--- src/hw/tts_cfg.svh ---
// Widths, depths and latencies of the time-tagging capture buffer.
// Include this wherever a size or a pipeline depth is needed.
`ifndef TTS_CFG_SVH
`define TTS_CFG_SVH

// payload widths in bits
`define TTS_SAMPLE_WIDTH 64
`define TTS_TSTAMP_WIDTH 32

// readout bus, a multiple of both payload widths
`define TTS_BUS_WIDTH 128

// buffer depths in words
`define TTS_SAMPLE_DEPTH 64
`define TTS_TSTAMP_DEPTH 32

// memory read pipeline depth in cycles
`define TTS_READ_LATENCY 2

// cycles from discriminator reset to the first valid discriminator output
`define TTS_DISC_LATENCY 4

`endif

--- src/hw/capture_control.sv ---
// Turns the arm/start/stop pulses into buffer controls and the discriminator reset.
// Start waits out the discriminator latency before the buffers begin to capture.
`timescale 1ns/1ps
`include "tts_cfg.svh"

module capture_control (
  input  logic       ps_clk,
  input  logic       ps_reset,
  input  logic       arm,
  input  logic       start,
  input  logic       stop,
  input  logic       digital_trigger,
  input  logic [1:0] buffers_ready,
  output logic       arm_pulse,
  output logic       hw_start,
  output logic       stop_pulse,
  output logic       discriminator_reset
);

  localparam int DL = `TTS_DISC_LATENCY;

  logic start_stop_ok;
  logic [DL-1:0] start_pipe;

  // no start or stop while either buffer holds or reads out
  assign start_stop_ok = &buffers_ready;

  ////////////////////////////////////////////////////////////
  // pulse registers
  ////////////////////////////////////////////////////////////

  always_ff @(posedge ps_clk) begin
    if (ps_reset) begin
      arm_pulse           <= 1'b0;
      stop_pulse          <= 1'b0;
      discriminator_reset <= 1'b0;
    end else begin
      arm_pulse           <= arm;
      stop_pulse          <= stop && start_stop_ok;
      discriminator_reset <= start && start_stop_ok;
    end
  end

  // start delay line behind the discriminator reset
  always_ff @(posedge ps_clk) begin
    if (ps_reset) begin
      start_pipe <= '0;
    end else begin
      start_pipe[0] <= discriminator_reset;
      for (int i = 1; i < DL; i++) begin
        start_pipe[i] <= start_pipe[i-1];
      end
    end
  end

  // external trigger bypasses the delay
  assign hw_start = start_pipe[DL-1] | digital_trigger;

endmodule

--- config.mk ---
export PLATFORM = sky130hd
export DESIGN_NAME = capture_control
export DESIGN_NICKNAME = d
export VERILOG_FILES = /design/src/hw/capture_control.sv
export VERILOG_INCLUDE_DIRS = /design/src /design/src/hw
export SDC_FILE = /design/constraint.sdc
export NUM_CORES = 1
export LEC_CHECK = 0
export ABC_AREA = 1
export BUFFER_PORTS_ARGS = -buffer_cell sky130_fd_sc_hd__buf_2
export CAP_MARGIN = 20
export CORE_AREA = 4 4 41 43
export CTS_CLUSTER_DIAMETER = 150
export DETAILED_ROUTE_END_ITERATION = 10
export DIE_AREA = 0 0 45 47
export SYNTH_ARGS = -nofsm -noshare
export SYNTH_HDL_FRONTEND = slang
export SYNTH_SLANG_ARGS = --single-unit
--- constraint.sdc ---
create_clock -name ps_clk -period 0.8 [get_ports ps_clk]
set_input_delay 0.12 -clock ps_clk [delete_from_list [all_inputs] [get_ports ps_clk]]
set_output_delay 0.12 -clock ps_clk [all_outputs]
set_load 0.05 [all_outputs]
==> flow_metrics.tcl <==
set metrics [dict create \
    area_growth_syn_to_layout_pct 64.2 \
    p_int_mw 0.581 \
    drv_cap 0 \
    coreArea_um2 1300 \
    yosys_warnings 0 \
    worstSetupPathType "reg -> out" \
    period_needed_ns 1.02 \
    clock_path_buffers 2 \
    setup_slack_ns -0.218 \
    die_y_um 47 \
    via_per_inst 3.30 \
    cts-root-buf "clkbuf_4" \
    io_buffers 11 \
    ant_nets 0 \
    power_leakage_nw 0.161 \
    worstPathRequired_ns 0.68 \
    peakVddDrop_mv 0.928 \
    period_share 1.27 \
    worst_clock_skew_ns 0.000803 \
    ys_seq_area_frac 0.679 \
    netSwitchingFraction 0.236 \
    place_congestion 0.579 \
    arrival_ns 0.90 \
    grt_usage 0.0491 \
    p_comb_frac 0.104 \
    slew_violations 0 \
    start_kind "register" \
    synth_cell_type_count 6 \
    crit_path_max_incr_delay_ns 0.29 \
    drive_gt1_frac 0.462 \
    min_path_type "in -> reg" \
    worstMarginPinSlew_ns 0.114 \
    drc 0 \
    vias 178 \
    synthTopCellsByArea "dfxtp_1 68%, nor2_1 13%, inv_1 9.1%" \
    seq_power_share 0.474 \
    switching_power_mw 0.179 \
    ys_ff_latch 7 \
    grt_start_max_net_pins 7 \
    grt_first_pass_wirelength_um 565 \
    antenna_found_initial 0 \
    p_clk_frac 0.422 \
    rsz0062_at_grt "true" \
    syn_avg_cell_area_um2 8.60 \
    path_cells "or2_1 -> buf_6" \
    worstPathMaxFanout 1 \
    grt_pass1_vias 142 \
    die_area_um2 2120 \
    wirelength_um 373 \
    setup_tns_ns -0.337 \
    path_buf_inv 1 \
    fmax_mhz 982 \
    postCtsSetupRepairBufs 0 \
    first_iter_violations 0 \
    synth_top_area_share 0.679 \
    initial_core_util 0.159 \
    insertion_delay_ns 0.25 \
    path_clk_slew_ns 0.05 \
    cts.sinks 7 \
    failed_checks "setup timing" \
    drt_pass1_iterations 1 \
    syn_nets 32 \
    fin_util 0.261 \
    dp.final_hpwl_um 274 \
    overflow 0 \
    fp.dieW_um 45 \
    slowest_stage "dfxtp_1" \
    htreeDepth 1 \
    ios 12 \
    syn_inst 24 \
    drt-wirelength-per-cell_um 6.91 \
    cts_tree "built" \
    synth_largest_area_cell "dfxtp_1" \
    final_nets 48 \
    powerDensity_nw_per_um2 2240 \
    cp-end-kind "primary output" \
    finalSetupViolations 4 \
    status "finished, violations left" \
    fp-row-count 13 \
    n_antenna_cell 0 \
    cts_made_buffers 3 \
    hold_viol_final 0 \
    cp_top_family "flip-flops" \
    syn-cell-area_um2 206 \
    maxSlewHeadroom 0.924 \
]
-- flip-flops by register name (all words and copies together) (netlist names) --
name and flops:
start_pipe 4, discriminator_reset 1, arm_pulse 1, stop_pulse 1
-- cell families after synthesis --
kind of cell / Yosys count / share of synthesized area
and+or+nand+nor: 11 / 0.212
DFF: 7 / 0.679
buffers and inverters: 6 / 0.109
-- layout by cell type, fill, tap and decap left out --
cell type / synthesis / layout
clkbuf_1: 0 / 1
inv_1: 5 / 5
buf_6: 0 / 3
clkbuf_4: 0 / 3
inv_2: 1 / 1
dfxtp_2: 0 / 3
dfxtp_1: 7 / 4
nor2_1: 7 / 7
buf_2: 0 / 7
or2_1: 1 / 1
nand2_1: 3 / 3
buf_8: 0 / 1
-- stage by stage --
step / instances / hold slack (ns) / power [mW] / area [µm²] / worst slack (ns)
after global routing: 54 / 0.0571 / 0.827 / 339 / -0.270
after global placement: 50 / 0.324 / 0.433 / 282 / 0.0187
final: 54 / 0.0630 / 0.761 / 339 / -0.218
after floorplan: 24 / 0.191 / 0.406 / 208 / 0.0228
after detailed placement: 50 / 0.325 / 0.434 / 282 / 0.0101
after CTS: 54 / 0.0543 / 0.778 / 339 / -0.232
-- cell usage after synthesis --
cell     n
nand2_1  3
inv_2    1
or2_1    1
nor2_1   7
dfxtp_1  7
inv_1    5
-- routing by layer --
metal	wire [µm]	GRT usage	vias up
li1	-	-	96
met3	71	0.0690	4
met1	128	0.0344	65
met5	0	0	-
met4	17	0.0526	0
met2	156	0.0565	13
-- area by class of cell --
cell class	instances	area (µm²)
clock buffer	4	26.3
multi-input combinational	11	43.8
sequential	7	144
fill	151	962
timing repair buffer	11	83.8
tap	15	18.8
inverter	6	22.5
-- power groups by stage --
stage | logic, mW | registers [mW] | clock network (mW)
2_1_floorplan | 0.0215 | 0.385 | 0
3_3_place_gp | 0.0680 | 0.365 | 0
3_5_place_dp | 0.0690 | 0.365 | 0
4_1_cts | 0.0805 | 0.360 | 0.337
5_1_grt | 0.0847 | 0.360 | 0.382
6_report | 0.0794 | 0.361 | 0.321
-- path summary, 6_finish.rpt --
| check | startpoint | endpoint | slack, ns | cells past startpoint |
|---|---|---|---|---|
| worst max register to register | discriminator_reset$_SDFF_PP0_ | start_pipe[0]$_SDFF_PP0_ | 0.30 | 2 |
| worst min-delay path | arm | arm_pulse$_SDFF_PP0_ | 0.06 | 3 |
| worst min register to register | start_pipe[1]$_SDFF_PP0_ | start_pipe[2]$_SDFF_PP0_ | 0.40 | 2 |
| worst max-delay path | start_pipe[3]$_SDFF_PP0_ | hw_start | -0.22 | 2 |
-- worst min-delay path, cell delays in order --
cell	delay, ns
buf_2	0.09
inv_1	0.04
nor2_1	0.03
-- timing repair --
item                                    in CTS  in global routing
endpoints found under the setup margin       4                  4
hold buffers                                 0                  0
gates resized for setup                     11                  0
(Power assumes the default switching activity.)
