===== src/hw/tts_cfg.svh =====
// Widths, depths and latencies of the time-tagging capture buffer.
// Include this wherever a size or a pipeline depth is needed.
`ifndef TTS_CFG_SVH
`define TTS_CFG_SVH

// payload widths in bits
`define TTS_SAMPLE_WIDTH 64
`define TTS_TSTAMP_WIDTH 32

// readout bus, a multiple of both payload widths
`define TTS_BUS_WIDTH 128

// buffer depths in words
`define TTS_SAMPLE_DEPTH 64
`define TTS_TSTAMP_DEPTH 32

// memory read pipeline depth in cycles
`define TTS_READ_LATENCY 2

// cycles from discriminator reset to the first valid discriminator output
`define TTS_DISC_LATENCY 4

`endif


===== src/hw/tts_pkg.sv =====
// Shared types for the time-tagging capture buffer.
// Modules take them with a wildcard import in their header.
`include "tts_cfg.svh"

package tts_pkg;

  ////////////////////////////////////////////////////////////
  // payload and bus words
  ////////////////////////////////////////////////////////////

  typedef logic [`TTS_SAMPLE_WIDTH-1:0] sample_t;
  typedef logic [`TTS_TSTAMP_WIDTH-1:0] tstamp_t;
  typedef logic [`TTS_BUS_WIDTH-1:0] bus_word_t;

  ////////////////////////////////////////////////////////////
  // control encodings
  ////////////////////////////////////////////////////////////

  // capture buffer states
  typedef enum logic [2:0] {
    IDLE    = 3'd0,
    ARMED   = 3'd1,
    CAPTURE = 3'd2,
    HOLD    = 3'd3,
    READOUT = 3'd4
  } capture_state_t;

  // which packed stream owns the readout bus
  typedef enum logic {
    TIMESTAMP = 1'b0,
    SAMPLE    = 1'b1
  } stream_sel_t;

endpackage


===== src/hw/readout_merge.sv =====
// Puts the packed timestamp stream, then the packed sample stream, on one bus.
// Only the sample stream's last reaches the output.
`timescale 1ns/1ps

module readout_merge
  import tts_pkg::*;
(
  input  logic      ps_clk,
  input  logic      ps_reset,
  input  logic      flush,
  input  bus_word_t ts_data,
  input  logic      ts_valid,
  input  logic      ts_last,
  output logic      ts_ready,
  input  bus_word_t smp_data,
  input  logic      smp_valid,
  input  logic      smp_last,
  output logic      smp_ready,
  output bus_word_t readout_data,
  output logic      readout_valid,
  output logic      readout_last,
  input  logic      readout_ready
);

  stream_sel_t sel;

  // switch only on an accepted last so the bus stays steady under stall
  always_ff @(posedge ps_clk) begin
    if (ps_reset || flush) begin
      sel <= TIMESTAMP;
    end else begin
      unique case (sel)
        TIMESTAMP: if (ts_valid && ts_ready && ts_last) sel <= SAMPLE;
        SAMPLE: if (smp_valid && smp_ready && smp_last) sel <= TIMESTAMP;
      endcase
    end
  end

  always_comb begin
    if (sel == SAMPLE) begin
      readout_data  = smp_data;
      readout_valid = smp_valid;
      readout_last  = smp_last;
    end else begin
      readout_data  = ts_data;
      readout_valid = ts_valid;
      // timestamps never end the transfer
      readout_last  = 1'b0;
    end
  end

  assign ts_ready  = (sel == TIMESTAMP) && readout_ready;
  assign smp_ready = (sel == SAMPLE) && readout_ready;

endmodule


===== config.mk =====
export PLATFORM = sky130hd
export DESIGN_NAME = readout_merge
export DESIGN_NICKNAME = d
export VERILOG_FILES = /design/src/hw/tts_pkg.sv /design/src/hw/readout_merge.sv
export VERILOG_INCLUDE_DIRS = /design/src /design/src/hw
export SDC_FILE = /design/constraint.sdc
export NUM_CORES = 1
export LEC_CHECK = 0
export BUFFER_PORTS_ARGS = -buffer_cell sky130_fd_sc_hd__buf_2
export CORE_AREA = 10 10 146 148
export CTS_BUF_LIST = sky130_fd_sc_hd__clkbuf_4 sky130_fd_sc_hd__clkbuf_8
export DETAILED_ROUTE_END_ITERATION = 8
export DIE_AREA = 0 0 156 158
export GPL_TIMING_DRIVEN = 0
export HOLD_SLACK_MARGIN = 0.08
export PLACE_DENSITY = 0.49
export SETUP_SLACK_MARGIN = 0.4
export SYNTH_ARGS = -nofsm -noshare
export SYNTH_HDL_FRONTEND = slang
export SYNTH_SLANG_ARGS = --single-unit

===== constraint.sdc =====
create_clock -name ps_clk -period 1.15 [get_ports ps_clk]
set_input_delay 0.115 -clock ps_clk [delete_from_list [all_inputs] [get_ports ps_clk]]
set_output_delay 0.115 -clock ps_clk [all_outputs]
set_load 0.02 [all_outputs]

==> impl_metrics.tcl <==
set metrics [dict create \
    area_growth_pct 150 \
    cpMostUsedCell "buf_12" \
    fmaxAchievable_mhz 751 \
    muxShareOfSynthArea 0.897 \
    die_w_um 156 \
    syn_area_um2 1850 \
    max_stage_delay_ns 0.32 \
    layout_setup_ws_ns -0.182 \
    drv_slew 0 \
    grt_pass1_wl_um 20700 \
    hold_buffers 0 \
    skew_ns 0 \
    top_regs "sel: 1 flops" \
    p_per_area_nw_per_um2 399 \
    drc_errors 0 \
    multi_input_area_um2 1750 \
    drt-initial-drc-count 60 \
    violations "setup timing" \
    synth_warnings 0 \
    synth_compound_area_frac 0.00337 \
    grt_setup_unrepaired "true" \
    period_needed_ns 1.33 \
    wl_um 15600 \
    syn_nets 415 \
    largest_reg_flops 1 \
    fillers 1994 \
    via_per_inst 3.67 \
    initial_core_util 0.100 \
    ys_seq_area_frac 0.0108 \
    top_register "sel" \
    setup_viol 132 \
    dieArea_um2 24600 \
    grt_pass1_vias 3359 \
    synthSimpleGateAreaFrac 0.0216 \
    routedWlPerCell_um 19.9 \
    yosys.area.top_type "mux2_4" \
    postSynthCellCount 151 \
    ff_latch_area_um2 21.3 \
    arrival_ns 1.22 \
    synth_xor_area_frac 0 \
    yosys_register_bits 1 \
    rows 50 \
    grt-ovfl-total 0 \
    cpMaxStageDelayCell "dfxtp_2" \
    numPortBuffers 395 \
    cp-end-kind "output pin" \
    avgSynthCellArea_um2 12.3 \
    die_h_um 158 \
    drv_cap 0 \
    hold_ws_ns 0.280 \
    diodes 0 \
    crit_fanout 10 \
    hold_path.class "in2reg" \
    crit_type "reg2out" \
    dp_hpwl_um 14400 \
    tightest_slew_ns 0.191 \
    grt_start_max_net_pins 11 \
    p_leak_nw 2.49 \
    synth.area.top_cells "mux2_4 (45%), mux2_2 (44%), buf_6 (4.9%), buf_2 (1.9%), dfxtp_1 (1.1%)" \
    post-route-period-util 1.16 \
    drive_above_1_share 0.998 \
    synth_top_family_by_area "multiplexers" \
    detail_route.first_pass.iterations 4 \
    ys_types 10 \
    crit_chain "buf_12 -> buf_12 -> buf_12 -> mux2_4 -> buf_2" \
    grt_use_total 0.108 \
    setup.worst_path.start_class "flip-flop" \
    critical_path_required_ns 1.03 \
    yosysTopAreaCellShare 0.453 \
    fp.coreArea_um2 18500 \
    antenna_found_initial 2 \
    ir_drop_uv 211 \
    pin_count 396 \
    dr_total_vias 2881 \
    finalHoldViolations 0 \
    place_ws_ns -0.318 \
    worstSkewPairLatency_ns 0 \
    clkSlewWorstSetupHoldPaths_ns 0 \
    crit_family "buffers and inverters" \
    place.gp.congestion 0.790 \
    post-place-cells 780 \
    fin_nets 816 \
    stdcell_count 784 \
    crit_buf_inv 4 \
    status "finished, violations left" \
    slew_headroom 0.872 \
    synth_fa_ha_area_frac 0 \
    route.antenna.remaining_nets 0 \
]
-- synth_stat cells --
master    n
mux2_2   73
mux2_4   56
buf_6     8
buf_2     7
and2_1    2
a31oi_1   1
and4_1    1
dfxtp_1   1
nor2b_1   1
nor4_2    1
-- worst reg2reg max path, stage by stage (launching register included) --
cell and delay, ns:
dfxtp_2 0.30, buf_12 0.14, buf_12 0.14, buf_12 0.15
buf_4 0.15, a31oi_4 0.15, nor4_2 0.05
-- layout by cell type, fill, tap and decap left out --
cell / count
buf_4: 4
clkbuf_16: 1
buf_2: 341
and2_2: 1
clkbuf_4: 6
nor4_2: 1
buf_6: 53
a31oi_4: 1
and4_1: 1
and2_4: 1
nor2b_2: 1
dfxtp_2: 1
buf_12: 8
mux2_2: 68
mux2_4: 61
buf_8: 1
-- power breakdown --
group          leakage (nW)  switching [mW]  internal [mW]
logic                  2.48           0.826          0.990
clock network             0               0              0
registers           0.00859        0.000634         0.0364
total                  2.49           0.827           1.03
-- metrics by stage --
step | power [mW] | util | instance area, um^2 | TNS [ns]
2_1_floorplan | 0.874 | - | 1880 | -0.152
3_3_place_gp | 1.67 | 0.225 | 4150 | -27.60
3_5_place_dp | 1.68 | 0.225 | 4150 | -28.16
4_1_cts | 1.80 | 0.240 | 4430 | -24.47
5_1_grt | 1.97 | 0.252 | 4640 | -24.64
6_report | 1.85 | 0.252 | 4640 | -19.00
-- logic make-up after synthesis --
family          count (synthesis)
mux                           129
buf+inv                        15
simple gates                    5
compound gates                  1
flops                           1
-- final cells by class --
| type | instances | area share |
|---|---|---|
| Buffer | 15 | 0.0474 |
| Sequential cell | 1 | 0.00458 |
| Tap cell | 234 | 0.0631 |
| Multi-Input combinational cell | 135 | 0.377 |
| Timing Repair Buffer | 399 | 0.508 |
-- timing repair --
action | in CTS | in global routing
gates cloned | 0 | 1
endpoints found under the setup margin | 133 | 133
gates resized for setup | 80 | 53
pin swaps | 0 | 0
setup buffers | 2 | 1
-- metal layers --
metal,track usage,vias up,wire length [um]
met2,0.220,244,8210
li1,-,1375,-
met4,0.00450,0,104
met1,0.101,1252,5410
met5,0,-,0
met3,0.0461,10,1890
-- path summary, 6_finish.rpt --
check        start                to  slack (ns)  depth (start not counted)
max            sel  readout_data[75]       -0.18                          5
min          flush               sel        0.28                          2
max reg2reg    sel               sel       -0.05                          6
min reg2reg    sel               sel        0.91                          4
Power figures use the tool's default switching activity.
