===== config.mk =====
export PLATFORM = sky130hd
export DESIGN_NAME = width_packer
export DESIGN_NICKNAME = d
export VERILOG_FILES = /design/src/hw/tts_pkg.sv /design/src/hw/width_packer.sv
export VERILOG_INCLUDE_DIRS = /design/src /design/src/hw
export SDC_FILE = /design/constraint.sdc
export NUM_CORES = 1
export LEC_CHECK = 0
export ABC_AREA = 0
export ABC_CLOCK_PERIOD_IN_PS = 13100
export BUFFER_PORTS_ARGS = -buffer_cell sky130_fd_sc_hd__buf_2
export CAP_MARGIN = 30
export CORE_MARGIN = 2
export CORE_UTILIZATION = 42
export DETAILED_ROUTE_END_ITERATION = 10
export GPL_TIMING_DRIVEN = 0
export HOLD_SLACK_MARGIN = 0.15
export PLACE_DENSITY = 0.64
export SLEW_MARGIN = 20
export SYNTH_ARGS = -nofsm -noshare
export SYNTH_HDL_FRONTEND = slang
export SYNTH_SLANG_ARGS = --single-unit

===== constraint.sdc =====
create_clock -name ps_clk -period 13.1 [get_ports ps_clk]
set_input_delay 1.31 -clock ps_clk [delete_from_list [all_inputs] [get_ports ps_clk]]
set_output_delay 1.31 -clock ps_clk [all_outputs]
set_load 0.02 [all_outputs]

===== src/hw/tts_cfg.svh =====
// Widths, depths and latencies of the time-tagging capture buffer.
// Include this wherever a size or a pipeline depth is needed.
`ifndef TTS_CFG_SVH
`define TTS_CFG_SVH

// payload widths in bits
`define TTS_SAMPLE_WIDTH 64
`define TTS_TSTAMP_WIDTH 32

// readout bus, a multiple of both payload widths
`define TTS_BUS_WIDTH 128

// buffer depths in words
`define TTS_SAMPLE_DEPTH 64
`define TTS_TSTAMP_DEPTH 32

// memory read pipeline depth in cycles
`define TTS_READ_LATENCY 2

// cycles from discriminator reset to the first valid discriminator output
`define TTS_DISC_LATENCY 4

`endif


===== src/hw/tts_pkg.sv =====
// Shared types for the time-tagging capture buffer.
// Modules take them with a wildcard import in their header.
`include "tts_cfg.svh"

package tts_pkg;

  ////////////////////////////////////////////////////////////
  // payload and bus words
  ////////////////////////////////////////////////////////////

  typedef logic [`TTS_SAMPLE_WIDTH-1:0] sample_t;
  typedef logic [`TTS_TSTAMP_WIDTH-1:0] tstamp_t;
  typedef logic [`TTS_BUS_WIDTH-1:0] bus_word_t;

  ////////////////////////////////////////////////////////////
  // control encodings
  ////////////////////////////////////////////////////////////

  // capture buffer states
  typedef enum logic [2:0] {
    IDLE    = 3'd0,
    ARMED   = 3'd1,
    CAPTURE = 3'd2,
    HOLD    = 3'd3,
    READOUT = 3'd4
  } capture_state_t;

  // which packed stream owns the readout bus
  typedef enum logic {
    TIMESTAMP = 1'b0,
    SAMPLE    = 1'b1
  } stream_sel_t;

endpackage


===== src/hw/width_packer.sv =====
// Packs narrow readout words into readout bus words, lowest slot first.
// A bus word goes out when full or when its last narrow word carried last.
`timescale 1ns/1ps
`include "tts_cfg.svh"

module width_packer
  import tts_pkg::*;
#(
  parameter int IN_WIDTH = `TTS_TSTAMP_WIDTH
) (
  input  logic                ps_clk,
  input  logic                ps_reset,
  input  logic                flush,
  input  logic [IN_WIDTH-1:0] in_data,
  input  logic                in_valid,
  input  logic                in_last,
  output logic                in_ready,
  output bus_word_t           out_data,
  output logic                out_valid,
  output logic                out_last,
  input  logic                out_ready
);

  localparam int RATIO = `TTS_BUS_WIDTH / IN_WIDTH;
  localparam int SW    = (RATIO > 1) ? $clog2(RATIO) : 1;

  bus_word_t acc;
  bus_word_t acc_next;
  logic [SW-1:0] slot;
  logic in_ok;
  logic word_done;

  // take input whenever the output register is free or draining
  assign in_ready  = !out_valid || out_ready;
  assign in_ok     = in_valid && in_ready;
  assign acc_next  = acc | (bus_word_t'(in_data) << (slot * IN_WIDTH));
  assign word_done = in_last || (slot == SW'(RATIO - 1));

  always_ff @(posedge ps_clk) begin
    if (ps_reset || flush) begin
      acc       <= '0;
      slot      <= '0;
      out_valid <= 1'b0;
      out_last  <= 1'b0;
    end else begin
      if (out_valid && out_ready) begin
        out_valid <= 1'b0;
      end
      if (in_ok) begin
        if (word_done) begin
          // slots above the last word stay zero
          acc       <= '0;
          slot      <= '0;
          out_valid <= 1'b1;
          out_last  <= in_last;
        end else begin
          acc  <= acc_next;
          slot <= slot + 1'b1;
        end
      end
    end
  end

  always_ff @(posedge ps_clk) begin
    if (in_ok && word_done) begin
      out_data <= acc_next;
    end
  end

  // bus must hold a whole number of narrow words
  a_width_ratio: assert property (@(posedge ps_clk)
    (`TTS_BUS_WIDTH % IN_WIDTH) == 0);

endmodule


==> flow_summary_export.csv <==
group,metric,value,unit
synth,ys_ff_latch,260,
routing,dr.pass1.iters,5,
routing,routed_via_density,5.55,
die,start_util,42.8,%
finish,fin_cells,1253,
sta,fin_skew,0.0181,ns
sta,relSlewSlack,52.5,%
placement,gp_congestion,0.765,
sta,setup_violations,0,
synth,yosys_warnings,0,
pwr,p_switching,0.000392,W
clock_tree,cts_tree,"yes",
sta,worst_pin_slew,0.712,ns
worst_setup_path,cp.required,11.79,ns
synth,async_flop_share,0,%
synth,synth_common_cells,"132 x dfxtp_1, 130 x nor2_1, 128 x a21o_1, 128 x a41oi_1, 128 x edfxtp_1",
synth,netlist_top_cells_area,"edfxtp_1 40%, dfxtp_1 27%, a41oi_1 12%",
finish,synthToLayoutAreaGrowth,20.4,%
pwr,p_per_area,145,mW/mm²
clock_tree,clk_pin_slew,0.06,ns
worst_setup_path,critPathLaunch,"out_ready",
placement,dp_cells,1205,
sta,fin_crit_sh,26.7,%
finish,layout-drive-gt1-share,26.1,%
finish,diodes,0,
synth,avgSynthCellArea,12.6,µm²
sta,fin_ws,9.60,ns
routing,drc,0,
pwr,p_leak,5.27,nW
routing,drt_iter0_drc,521,
pwr,intPower,0.00130,W
pwr,ir_drop,0.0716,mV
sta,period_needed,3.50,ns
synth,ys_types,22,
worst_setup_path,r2r_cells,7,
min_path,whs_path_depth,2,
die,die-area,0.0243,mm²
placement,portBuffers,135,
clock_tree,clock_path_buffers,3,
die,die_y,156,µm
synth,synthCells,770,
clock_tree,ctsHoldBuffers,0,
worst_setup_path,startpoint_type,"primary input",
worst_setup_path,crit_family,"buffers and inverters",
clock_tree,cts_setup_buffers,0,
synth,yosysTopAreaCell,"edfxtp_1",
clock_tree,cts_root_buf,"clkbuf_16",
worst_setup_path,r2r-end,"out_data[24]",
worst_setup_path,critPathKind,"primary input to output pin",
placement,postPlaceCellArea,0.0109,mm²
pwr,power,0.00170,W
clock_tree,htreeDepth,1,
synth,syn_area,0.00968,mm²
routing,drt-total-wl,25200,µm
worst_setup_path,critPathCaptureType,"output pin",
worst_setup_path,critPathMostFrequentCell,"buf_2",
worst_setup_path,crit_path_end,"in_ready",
global_route,grt_pass1_wl,38800,µm
sta,hold_violations,0,
synth,synth_most_common_cell,"dfxtp_1",
global_route,antenna_found_initial,0,
global_route,track_usage,20.6,%
sta,fin_tns_setup,0,ns
routing,wl_per_cell,20.2,µm
worst_setup_path,crit_arrival,2.19,ns
worst_setup_path,path_buf_inv,5,
clock_tree,cts_resized,0,
pwr,seq_power_share,51.7,%
sta,fmax,286,MHz
die,io_pins,169,
worst_setup_path,ff2ff_setup_slack,10.97,ns
min_path,hold_path.class,"register to register",
flow_run,cap_violations,0,
routing,vias,6950,
finish,nNetsFinal,987,
die,core-area,0.0226,mm²
synth,synth_top_area_share,39.7,%
synth,synth_edf_count,128,
sta,rsz0062_at_grt,"false",
global_route,grt_start_max_net_pins,15,
synth,mappedNetlistNets,809,
pwr,clockPowerShare,41.6,%
finish,fin_area,0.0117,mm²
pwr,p_sw_share,23.1,%
synth,synthFlopType,"dfxtp_1",
worst_setup_path,cp.depth,6,
sta,finalMaxSlewViolations,0,
status,status,"completed",
worst_setup_path,crit_path_cell_trace,"buf_2 -> nor2b_1 -> buf_2 -> inv_2 -> buf_2 -> buf_2",
worst_setup_path,crit_fanout,10,
clock_tree,cts_inserted_buffers,26,
worst_setup_path,r2r_start,"slot[0]",
clock_tree,cts_num_sinks,260,
die,rows,55,
synth,synth_seq_area_share,67.0,%
worst_setup_path,slowest_delay,0.24,ns
global_route,overflow,0,
placement,dp_hpwl,17200,µm
routing,detail-route-antenna-nets,0,
clock_tree,clock_latency,0.53,ns
placement,dp_slack,9.60,ns
die,dieWidth,156,µm
worst_setup_path,crit_path_top_delay_cell,"buf_2",
finish,filler_cell_count,1992,
global_route,grt_pass1_vias,6710,
pwr,p_comb_share,6.7,%
through the flow:
step / hold WS, ns / util [%]
finish: 0.474 / 51.5
global route: 0.489 / 51.5
CTS: 0.478 / 51.5
detailed placement: 0.462 / 47.9
global placement: 0.452 / 47.3
floorplan: 0.442 / -
cell usage in the layout, fill, tap and decap left out, drive strengths merged, types with 3 or more instances in the layout:
cell type  netlist  routed
a41oi          128     128
nor2b            3       3
a21o           128     128
clkinv           0      10
buf             58     208
clkbuf          45      81
edfxtp         128     128
nor2           131     131
o21ai            3       3
dfxtp          132     132
metal layers:
metal | track usage, % | part of all wire (%)
met5 | 0 | 0
met4 | 5.46 | 2.2
met3 | 3.61 | 6.3
met2 | 33.4 | 47
met1 | 28.7 | 45
power groups by stage:
stage / Clock, W / Combinational, W / Sequential [W]
floorplan: 0 / 0.0000542 / 0.000917
global placement: 0 / 0.000108 / 0.000903
detailed placement: 0 / 0.000114 / 0.000895
CTS: 0.000716 / 0.000114 / 0.000878
global route: 0.000746 / 0.000123 / 0.000879
finish: 0.000706 / 0.000114 / 0.000877
logic make-up after synthesis:
| logic type | share of synthesized area, % |
|---|---|
| AO/OA/AOI/OAI | 22.1 |
| adder cells (fa/ha/maj) | 0.129 |
| buffers and inverters | 5.13 |
| flip-flops | 67.0 |
| AND/OR/NAND/NOR | 5.62 |
worst register-to-register path, delay by kind of cell (launching register included):
kind | cells | cell delay [ns]
fa+ha+maj | 1 | 0.21
buf+inv | 4 | 0.76
flops | 1 | 0.43
simple gates | 2 | 0.44
sequential cells by signal, summed over array words and instances (netlist names):
signal,flops
acc,128
out_data,128
slot,2
out_last,1
out_valid,1
worst min path at each step:
stage,endpoint,start,slack [ns]
after detailed placement,acc[125],acc[125],0.46
after floorplan,acc[0],acc[0],0.44
final,acc[114],acc[114],0.47
after global placement,acc[94],acc[94],0.45
after CTS,acc[94],acc[94],0.48
after global routing,acc[97],acc[97],0.49
cell type report:
class / count / area, µm² / area share (%)
Tap cell: 285 / 357 / 3.06
Timing Repair Buffer: 150 / 807 / 6.92
Clock buffer: 36 / 749 / 6.43
Sequential cell: 260 / 6490 / 55.6
Multi-Input combinational cell: 405 / 2710 / 23.2
Inverter: 2 / 7.51 / 0.0644
Clock inverter: 12 / 61.3 / 0.526
Buffer: 103 / 489 / 4.19
(Power assumes the default switching activity.)
