[config.mk]
export PLATFORM = sky130hd
export DESIGN_NAME = capture_buffer
export DESIGN_NICKNAME = d
export VERILOG_FILES = /design/src/hw/tts_pkg.sv /design/src/hw/capture_buffer.sv
export VERILOG_INCLUDE_DIRS = /design/src /design/src/hw
export SDC_FILE = /design/constraint.sdc
export NUM_CORES = 2
export LEC_CHECK = 0
export BUFFER_PORTS_ARGS = -buffer_cell sky130_fd_sc_hd__buf_2
export CAP_MARGIN = 0
export CORE_MARGIN = 2
export CORE_UTILIZATION = 27
export CTS_CLUSTER_DIAMETER = 150
export DETAILED_ROUTE_END_ITERATION = 8
export PLACE_DENSITY = 0.49
export SLEW_MARGIN = 20
export SYNTH_ARGS = -nofsm -noshare
export SYNTH_HDL_FRONTEND = slang
export SYNTH_MEMORY_MAX_BITS = 65536
export SYNTH_SLANG_ARGS = --single-unit
[constraint.sdc]
create_clock -name ps_clk -period 9 [get_ports ps_clk]
set_input_delay 0.45 -clock ps_clk [delete_from_list [all_inputs] [get_ports ps_clk]]
set_output_delay 0.45 -clock ps_clk [all_outputs]
set_load 0.005 [all_outputs]
[src/hw/tts_cfg.svh]
// Widths, depths and latencies of the time-tagging capture buffer.
// Include this wherever a size or a pipeline depth is needed.
`ifndef TTS_CFG_SVH
`define TTS_CFG_SVH

// payload widths in bits
`define TTS_SAMPLE_WIDTH 64
`define TTS_TSTAMP_WIDTH 32

// readout bus, a multiple of both payload widths
`define TTS_BUS_WIDTH 128

// buffer depths in words
`define TTS_SAMPLE_DEPTH 64
`define TTS_TSTAMP_DEPTH 32

// memory read pipeline depth in cycles
`define TTS_READ_LATENCY 2

// cycles from discriminator reset to the first valid discriminator output
`define TTS_DISC_LATENCY 4

`endif

[src/hw/tts_pkg.sv]
// Shared types for the time-tagging capture buffer.
// Modules take them with a wildcard import in their header.
`include "tts_cfg.svh"

package tts_pkg;

  ////////////////////////////////////////////////////////////
  // payload and bus words
  ////////////////////////////////////////////////////////////

  typedef logic [`TTS_SAMPLE_WIDTH-1:0] sample_t;
  typedef logic [`TTS_TSTAMP_WIDTH-1:0] tstamp_t;
  typedef logic [`TTS_BUS_WIDTH-1:0] bus_word_t;

  ////////////////////////////////////////////////////////////
  // control encodings
  ////////////////////////////////////////////////////////////

  // capture buffer states
  typedef enum logic [2:0] {
    IDLE    = 3'd0,
    ARMED   = 3'd1,
    CAPTURE = 3'd2,
    HOLD    = 3'd3,
    READOUT = 3'd4
  } capture_state_t;

  // which packed stream owns the readout bus
  typedef enum logic {
    TIMESTAMP = 1'b0,
    SAMPLE    = 1'b1
  } stream_sel_t;

endpackage

[src/hw/capture_buffer.sv]
// One capture memory: arm/start/stop capture, then a pipelined readout stream.
// Instantiated once per payload type; depth and payload come in as parameters.
`timescale 1ns/1ps
`include "tts_cfg.svh"

module capture_buffer
  import tts_pkg::*;
#(
  parameter type payload_t = sample_t,
  parameter int  DEPTH     = `TTS_SAMPLE_DEPTH
) (
  input  logic                   ps_clk,
  input  logic                   ps_reset,
  input  payload_t               in_data,
  input  logic                   in_valid,
  input  logic                   arm_pulse,
  input  logic                   hw_start,
  input  logic                   hw_stop,
  input  logic                   capture_sw_reset,
  input  logic                   readout_sw_reset,
  input  logic                   readout_start,
  output logic                   capture_ready,
  output logic                   full,
  output logic [$clog2(DEPTH):0] write_depth,
  output payload_t               out_data,
  output logic                   out_valid,
  output logic                   out_last,
  input  logic                   out_ready
);

  localparam int AW     = $clog2(DEPTH);
  localparam int RL     = `TTS_READ_LATENCY;
  localparam int QDEPTH = RL + 2;
  localparam int QW     = $clog2(QDEPTH);
  localparam int CW     = $clog2(QDEPTH + 1);

  capture_state_t    state;
  payload_t          mem [DEPTH];
  logic              wr_en;
  logic [AW:0]       rd_issued;
  logic [AW:0]       rd_total;
  logic              rd_issue;
  logic              rd_issue_last;
  payload_t          rd_data [RL];
  logic [RL-1:0]     rd_valid;
  logic [RL-1:0]     rd_last;
  payload_t          q_data [QDEPTH];
  logic [QDEPTH-1:0] q_last;
  logic [QW-1:0]     q_wr_ptr;
  logic [QW-1:0]     q_rd_ptr;
  logic [CW-1:0]     q_count;
  logic [CW-1:0]     pending;
  logic              q_push;
  logic              q_pop;

  ////////////////////////////////////////////////////////////
  // capture side
  ////////////////////////////////////////////////////////////

  assign wr_en         = (state == CAPTURE) && in_valid;
  assign capture_ready = (state != HOLD) && (state != READOUT);
  assign full          = (write_depth == (AW + 1)'(DEPTH));

  always_ff @(posedge ps_clk) begin
    if (ps_reset || capture_sw_reset) begin
      state       <= IDLE;
      write_depth <= '0;
    end else begin
      if (wr_en) begin
        write_depth <= write_depth + 1'b1;
      end
      unique case (state)
        IDLE: begin
          if (arm_pulse) begin
            state       <= ARMED;
            write_depth <= '0;
          end
        end
        ARMED: if (hw_start) state <= CAPTURE;
        // last write into the final slot also ends the capture
        CAPTURE: begin
          if (hw_stop || (wr_en && write_depth == (AW + 1)'(DEPTH - 1))) begin
            state <= HOLD;
          end
        end
        HOLD: if (readout_start) state <= READOUT;
        READOUT: begin
          if (readout_sw_reset) begin
            state <= HOLD;
          end else if (q_pop && out_last) begin
            state <= IDLE;
          end
        end
        default: state <= IDLE;
      endcase
    end
  end

  ////////////////////////////////////////////////////////////
  // readout side
  ////////////////////////////////////////////////////////////

  // an empty buffer still sends one word
  assign rd_total      = (write_depth == '0) ? (AW + 1)'(1) : write_depth;
  assign rd_issue_last = (rd_issued == rd_total - 1'b1);
  // pending counts queued words plus reads in flight
  assign rd_issue      = (state == READOUT) && (rd_issued < rd_total) &&
                         (pending < CW'(QDEPTH));
  assign q_push        = rd_valid[RL-1];
  assign q_pop         = out_valid && out_ready;

  assign out_valid = (q_count != '0);
  assign out_data  = q_data[q_rd_ptr];
  assign out_last  = q_last[q_rd_ptr];

  always_ff @(posedge ps_clk) begin
    if (ps_reset || state != READOUT || capture_sw_reset || readout_sw_reset) begin
      rd_issued <= '0;
      rd_valid  <= '0;
      rd_last   <= '0;
      q_wr_ptr  <= '0;
      q_rd_ptr  <= '0;
      q_count   <= '0;
      pending   <= '0;
    end else begin
      if (rd_issue) begin
        rd_issued <= rd_issued + 1'b1;
      end
      rd_valid[0] <= rd_issue;
      rd_last[0]  <= rd_issue && rd_issue_last;
      for (int i = 1; i < RL; i++) begin
        rd_valid[i] <= rd_valid[i-1];
        rd_last[i]  <= rd_last[i-1];
      end
      if (q_push) begin
        q_wr_ptr <= (q_wr_ptr == QW'(QDEPTH - 1)) ? '0 : q_wr_ptr + 1'b1;
      end
      if (q_pop) begin
        q_rd_ptr <= (q_rd_ptr == QW'(QDEPTH - 1)) ? '0 : q_rd_ptr + 1'b1;
      end
      q_count <= q_count + CW'(q_push) - CW'(q_pop);
      pending <= pending + CW'(rd_issue) - CW'(q_pop);
    end
  end

  // memory, read pipeline and queue storage
  always_ff @(posedge ps_clk) begin
    if (wr_en) begin
      mem[write_depth[AW-1:0]] <= in_data;
    end
    rd_data[0] <= (write_depth == '0) ? '0 : mem[rd_issued[AW-1:0]];
    for (int i = 1; i < RL; i++) begin
      rd_data[i] <= rd_data[i-1];
    end
    if (q_push) begin
      q_data[q_wr_ptr] <= rd_data[RL-1];
      q_last[q_wr_ptr] <= rd_last[RL-1];
    end
  end

  // capture must end on the final slot, so no write goes past it
  a_write_in_range: assert property (@(posedge ps_clk) disable iff (ps_reset)
    wr_en |-> (write_depth < (AW + 1)'(DEPTH)));

  // a stalled word stays put until taken
  a_out_stable: assert property (@(posedge ps_clk)
    disable iff (ps_reset || capture_sw_reset || readout_sw_reset)
    (out_valid && !out_ready) |=> (out_valid && $stable(out_data) && $stable(out_last)));

endmodule

==> metrics.md <==
| Metric | Value |
|---|---|
| DRC | 0 |
| Synthesized Nets | about 7300 |
| Leakage | 0.0577 uW |
| Initial antenna violation count | between 80 and 90 |
| Via count | 83200 |
| Leading area contributor after synthesis | edfxtp_1 |
| Yosys warns | 0 |
| Overall Global Routing Usage | about 17% |
| FFs w/ async S/R, synth | 0% |
| H-tree lvl count | 5 |
| FILL cells | ~59000 |
| Crit share post-route | between 50% and 60% |
| Most common cell on crit path | buf_4 |
| Vias in the first global route | 82200 |
| Worst min-delay path class | in -> reg |
| Worst Slack Setup Final | ~4400 ps |
| Reg2Reg Setup Slack | 4380 ps |
| Final Hold Fails | 8 |
| RSZ-0062 raised after global routing | false |
| Crit path kind | reg -> reg |
| Clock transition at path regs | roughly 60 ps |
| Post-route ant nets | 0 |
| Hold Path Sink | mem[15][34] |
| Synthesized instance count | 7165 |
| FP Rows | 290 |
| Most numerous cell in the Yosys netlist | edfxtp_1 |
| Post-layout power | 42600 uW |
| Die W | roughly 800 um |
| Final design instance area without fill | approximately 200000 sq um |
| Placement Cell Area | between 150000 and 200000 sq um |
| Clock sinks | between 4000 and 5000 |
| Worst slew pin tran | approximately 1200 ps |
| Worst Skew | roughly 90 ps |
| Via density per instance | about 5 |
| Syn_area_per_cell | between 20 and 25 sq um |
| Area delta synth->final | 16.8% |
| Pwr per Cell Area | about 220 nW/um^2 |
| Crit path buffers/inverters | 2 |
| Drt wl/cell | between 30 and 40 um |
| Initial DRC Count | between 10000 and 15000 |
| Reg2Reg Capture Point | mem[32][33] |
| Top cells by instance count after synthesis | 4356 x edfxtp_1, 1089 x mux4_2, 291 x o22ai_1 |
| Flops & latches, synth | roughly 4500 |
| CP Cell Sequence | and4bb_1 > and2_1 > nand2_1 > nor2_4 > buf_4 > buf_4 |
| Worst-Skew Late Latency | 1060 ps |
| Hold_sp | in_data[34] |
| Clock Root Buffer | clkbuf_16 |
| Arr. time, crit path | 5240 ps |
| Cell depth of the worst hold path | 1 |
| Unique masters post-synth | between 50 and 60 |
| Place WS | approximately 4500 ps |
| CP max stage delay | ~960 ps |
| Num CTS Buffers | approximately 470 |
| Setup bufs post-CTS | 0 |
| Critical path's top delay family | simple AND/OR/NAND/NOR gates |
| CP Data Required Time | between 9000 and 10000 ps |
| Initial core utilization | 27.1% |
| Die area | ~630000 sq um |
| Routability congestion estimate | 0.791 |
| Final min period | about 4600 ps |
| Setup-failing EPs final | 0 |
| Peak Freq | between 0.2 and 0.25 GHz |
| Slowest cell on crit path | nor2_4 |
| CTS max path bufs | 4 |
| Failing checks | negative hold slack |
| Worst vdd ir | around 0.18 mV |
| Hold slack | -11.5 ps |
| CP Capture Type | flip-flop |
| Cell Area, Synth | ~170000 sq um |
| Multi-input logic area | ~33000 sq um |
| Seq/Total Area, Yosys | about four fifths |
| Rel. slew slack | 20.7% |
| Layout cells sized above 1 | between 20 and 30% |
| Setup Total Neg Slack | 0 ps |
| Worst reg2reg path startpoint | state[0] |
| Overflow after GRT | 0 |
| Post-synth top area share | slightly below 80% |
| Max Cap Viol | 0 |
| Outcome | finished, violations left |
| Area occupied by registers | around 130000 sq um |
| Io pins | 149 |
| TritonCTS clock tree | built |
| Post-CTS Resized | 0 |
| Core area | between 600000 and 700000 sq um |
| IO buf count | roughly 150 |
| Nets | between 7000 and 8000 |
| Die height | 794 um |
| Post-synth EDFFs | 4356 |
| Crit Path Max Fanout | 26 |
| Synth area leaders | edfxtp_1 78%, mux4_2 15%, dfxtp_1 2.0% |
| Hpwl dp | between 200000 and 300000 um |
| Worst R2R Path Depth | 6 |
| First-pass GRT wire length | roughly 730000 um |
| Largest net degree at the start of global routing | 100 |
| Drt first pass iters | 7 |
| Final Max Slew Viols | 0 |
| CP Launch Type | flip-flop |
| Routed WL | roughly 540000 um |
| Most used flip-flop cell after synthesis | edfxtp_1 |
-- how the worst max path moves through the flow --
stage / startpoint / to / cells past startpoint / slack [ps]
after detailed placement: in_valid / mem[32][43] / 7 / 4470
after global routing: state[0] / mem[32][33] / 6 / 4340
after global placement: write_depth[3] / rd_data[0][20] / 6 / 4490
after CTS: state[0] / mem[32][33] / 6 / 4480
after floorplan: state[0] / mem[63][0] / 5 / 4540
final: state[0] / mem[32][33] / 6 / 4380
-- routing by layer --
| layer | track usage (%) | wire length (um) |
|---|---|---|
| met4 | 3.76 | 12300 |
| met1 | 23.3 | 226000 |
| met2 | 26.6 | 254000 |
| met3 | 3.37 | 47600 |
| met5 | 0 | 110 |
-- sequential cells by signal (all words and copies together) (netlist names), 3 cells and up, named ones only --
signal	flops
rd_issued	7
mem	4096
state	3
q_last	4
q_data	256
q_count	3
write_depth	7
rd_data	128
pending	3
-- final cells by class --
type,count,area share (%)
Antenna cell,54,0.0686
Clock buffer,609,6.38
Clock inverter,259,1.34
Inverter,22,0.0419
Multi-Input combinational cell,2226,16.9
Sequential cell,4523,68.1
Tap cell,8322,5.29
Timing Repair Buffer,433,1.88
-- worst register-to-register path, delay by kind of cell, from the launching register on --
kind / cells / cell delay (ps)
buffers and inverters: 2 / 1430
DFF: 1 / 390
and+or+nand+nor: 4 / 2350
-- power by group --
group / switching [uW] / leakage (uW) / internal, uW / total, uW
clock: 8310 / 0.00743 / 10900 / 19200
sequential: 2.90 / 0.0406 / 23000 / 23000
combinational: 305 / 0.00966 / 43.4 / 349
-- placed cells by master (no fill, tap or decap), drive strengths merged, types with 38 or more instances in the layout --
cell type,synthesis,layout
clkinv,2,199
edfxtp,4356,4356
dfxtp,167,167
nor2,116,116
nor3,95,95
buf,231,373
a21oi,38,38
o221ai,45,45
mux2i,218,218
o32a,59,59
o22ai,291,291
mux4,1089,1089
a211oi,81,81
diode,0,54
dlygate4sd3,0,60
clkbuf,163,609
-- kinds of logic (layout without fill, tap and decap cells) --
group                    count (synthesis)  count (layout)  share of synthesized area [%]
AND/OR/NAND/NOR                        333             333                          0.956
buffers and inverters                  416            1323                           1.11
XOR/XNOR                                21              21                          0.109
multiplexers                          1307            1307                           15.8
other                                    0              54                              0
AO/OA/AOI/OAI                          543             543                           2.26
adder cells (fa/ha/maj)                 22              22                          0.172
flip-flops                            4523            4523                           79.6
-- timing repair --
action                                  CTS  global route
endpoints found under the hold margin   333          1229
hold buffers                             22            38
endpoints found under the setup margin    0             0
-- stage by stage --
step | util [%] | hold WS, ps | instances
after floorplan | - | 310 | 7165
final | 31.6 | -11.5 | 16400
after global routing | 31.6 | 0.0224 | 16400
after global placement | 29.0 | 371 | 15500
after CTS | 31.5 | 33.7 | 16400
after detailed placement | 29.0 | 364 | 15500
Note: power is estimated with default switching activity, not from simulation.
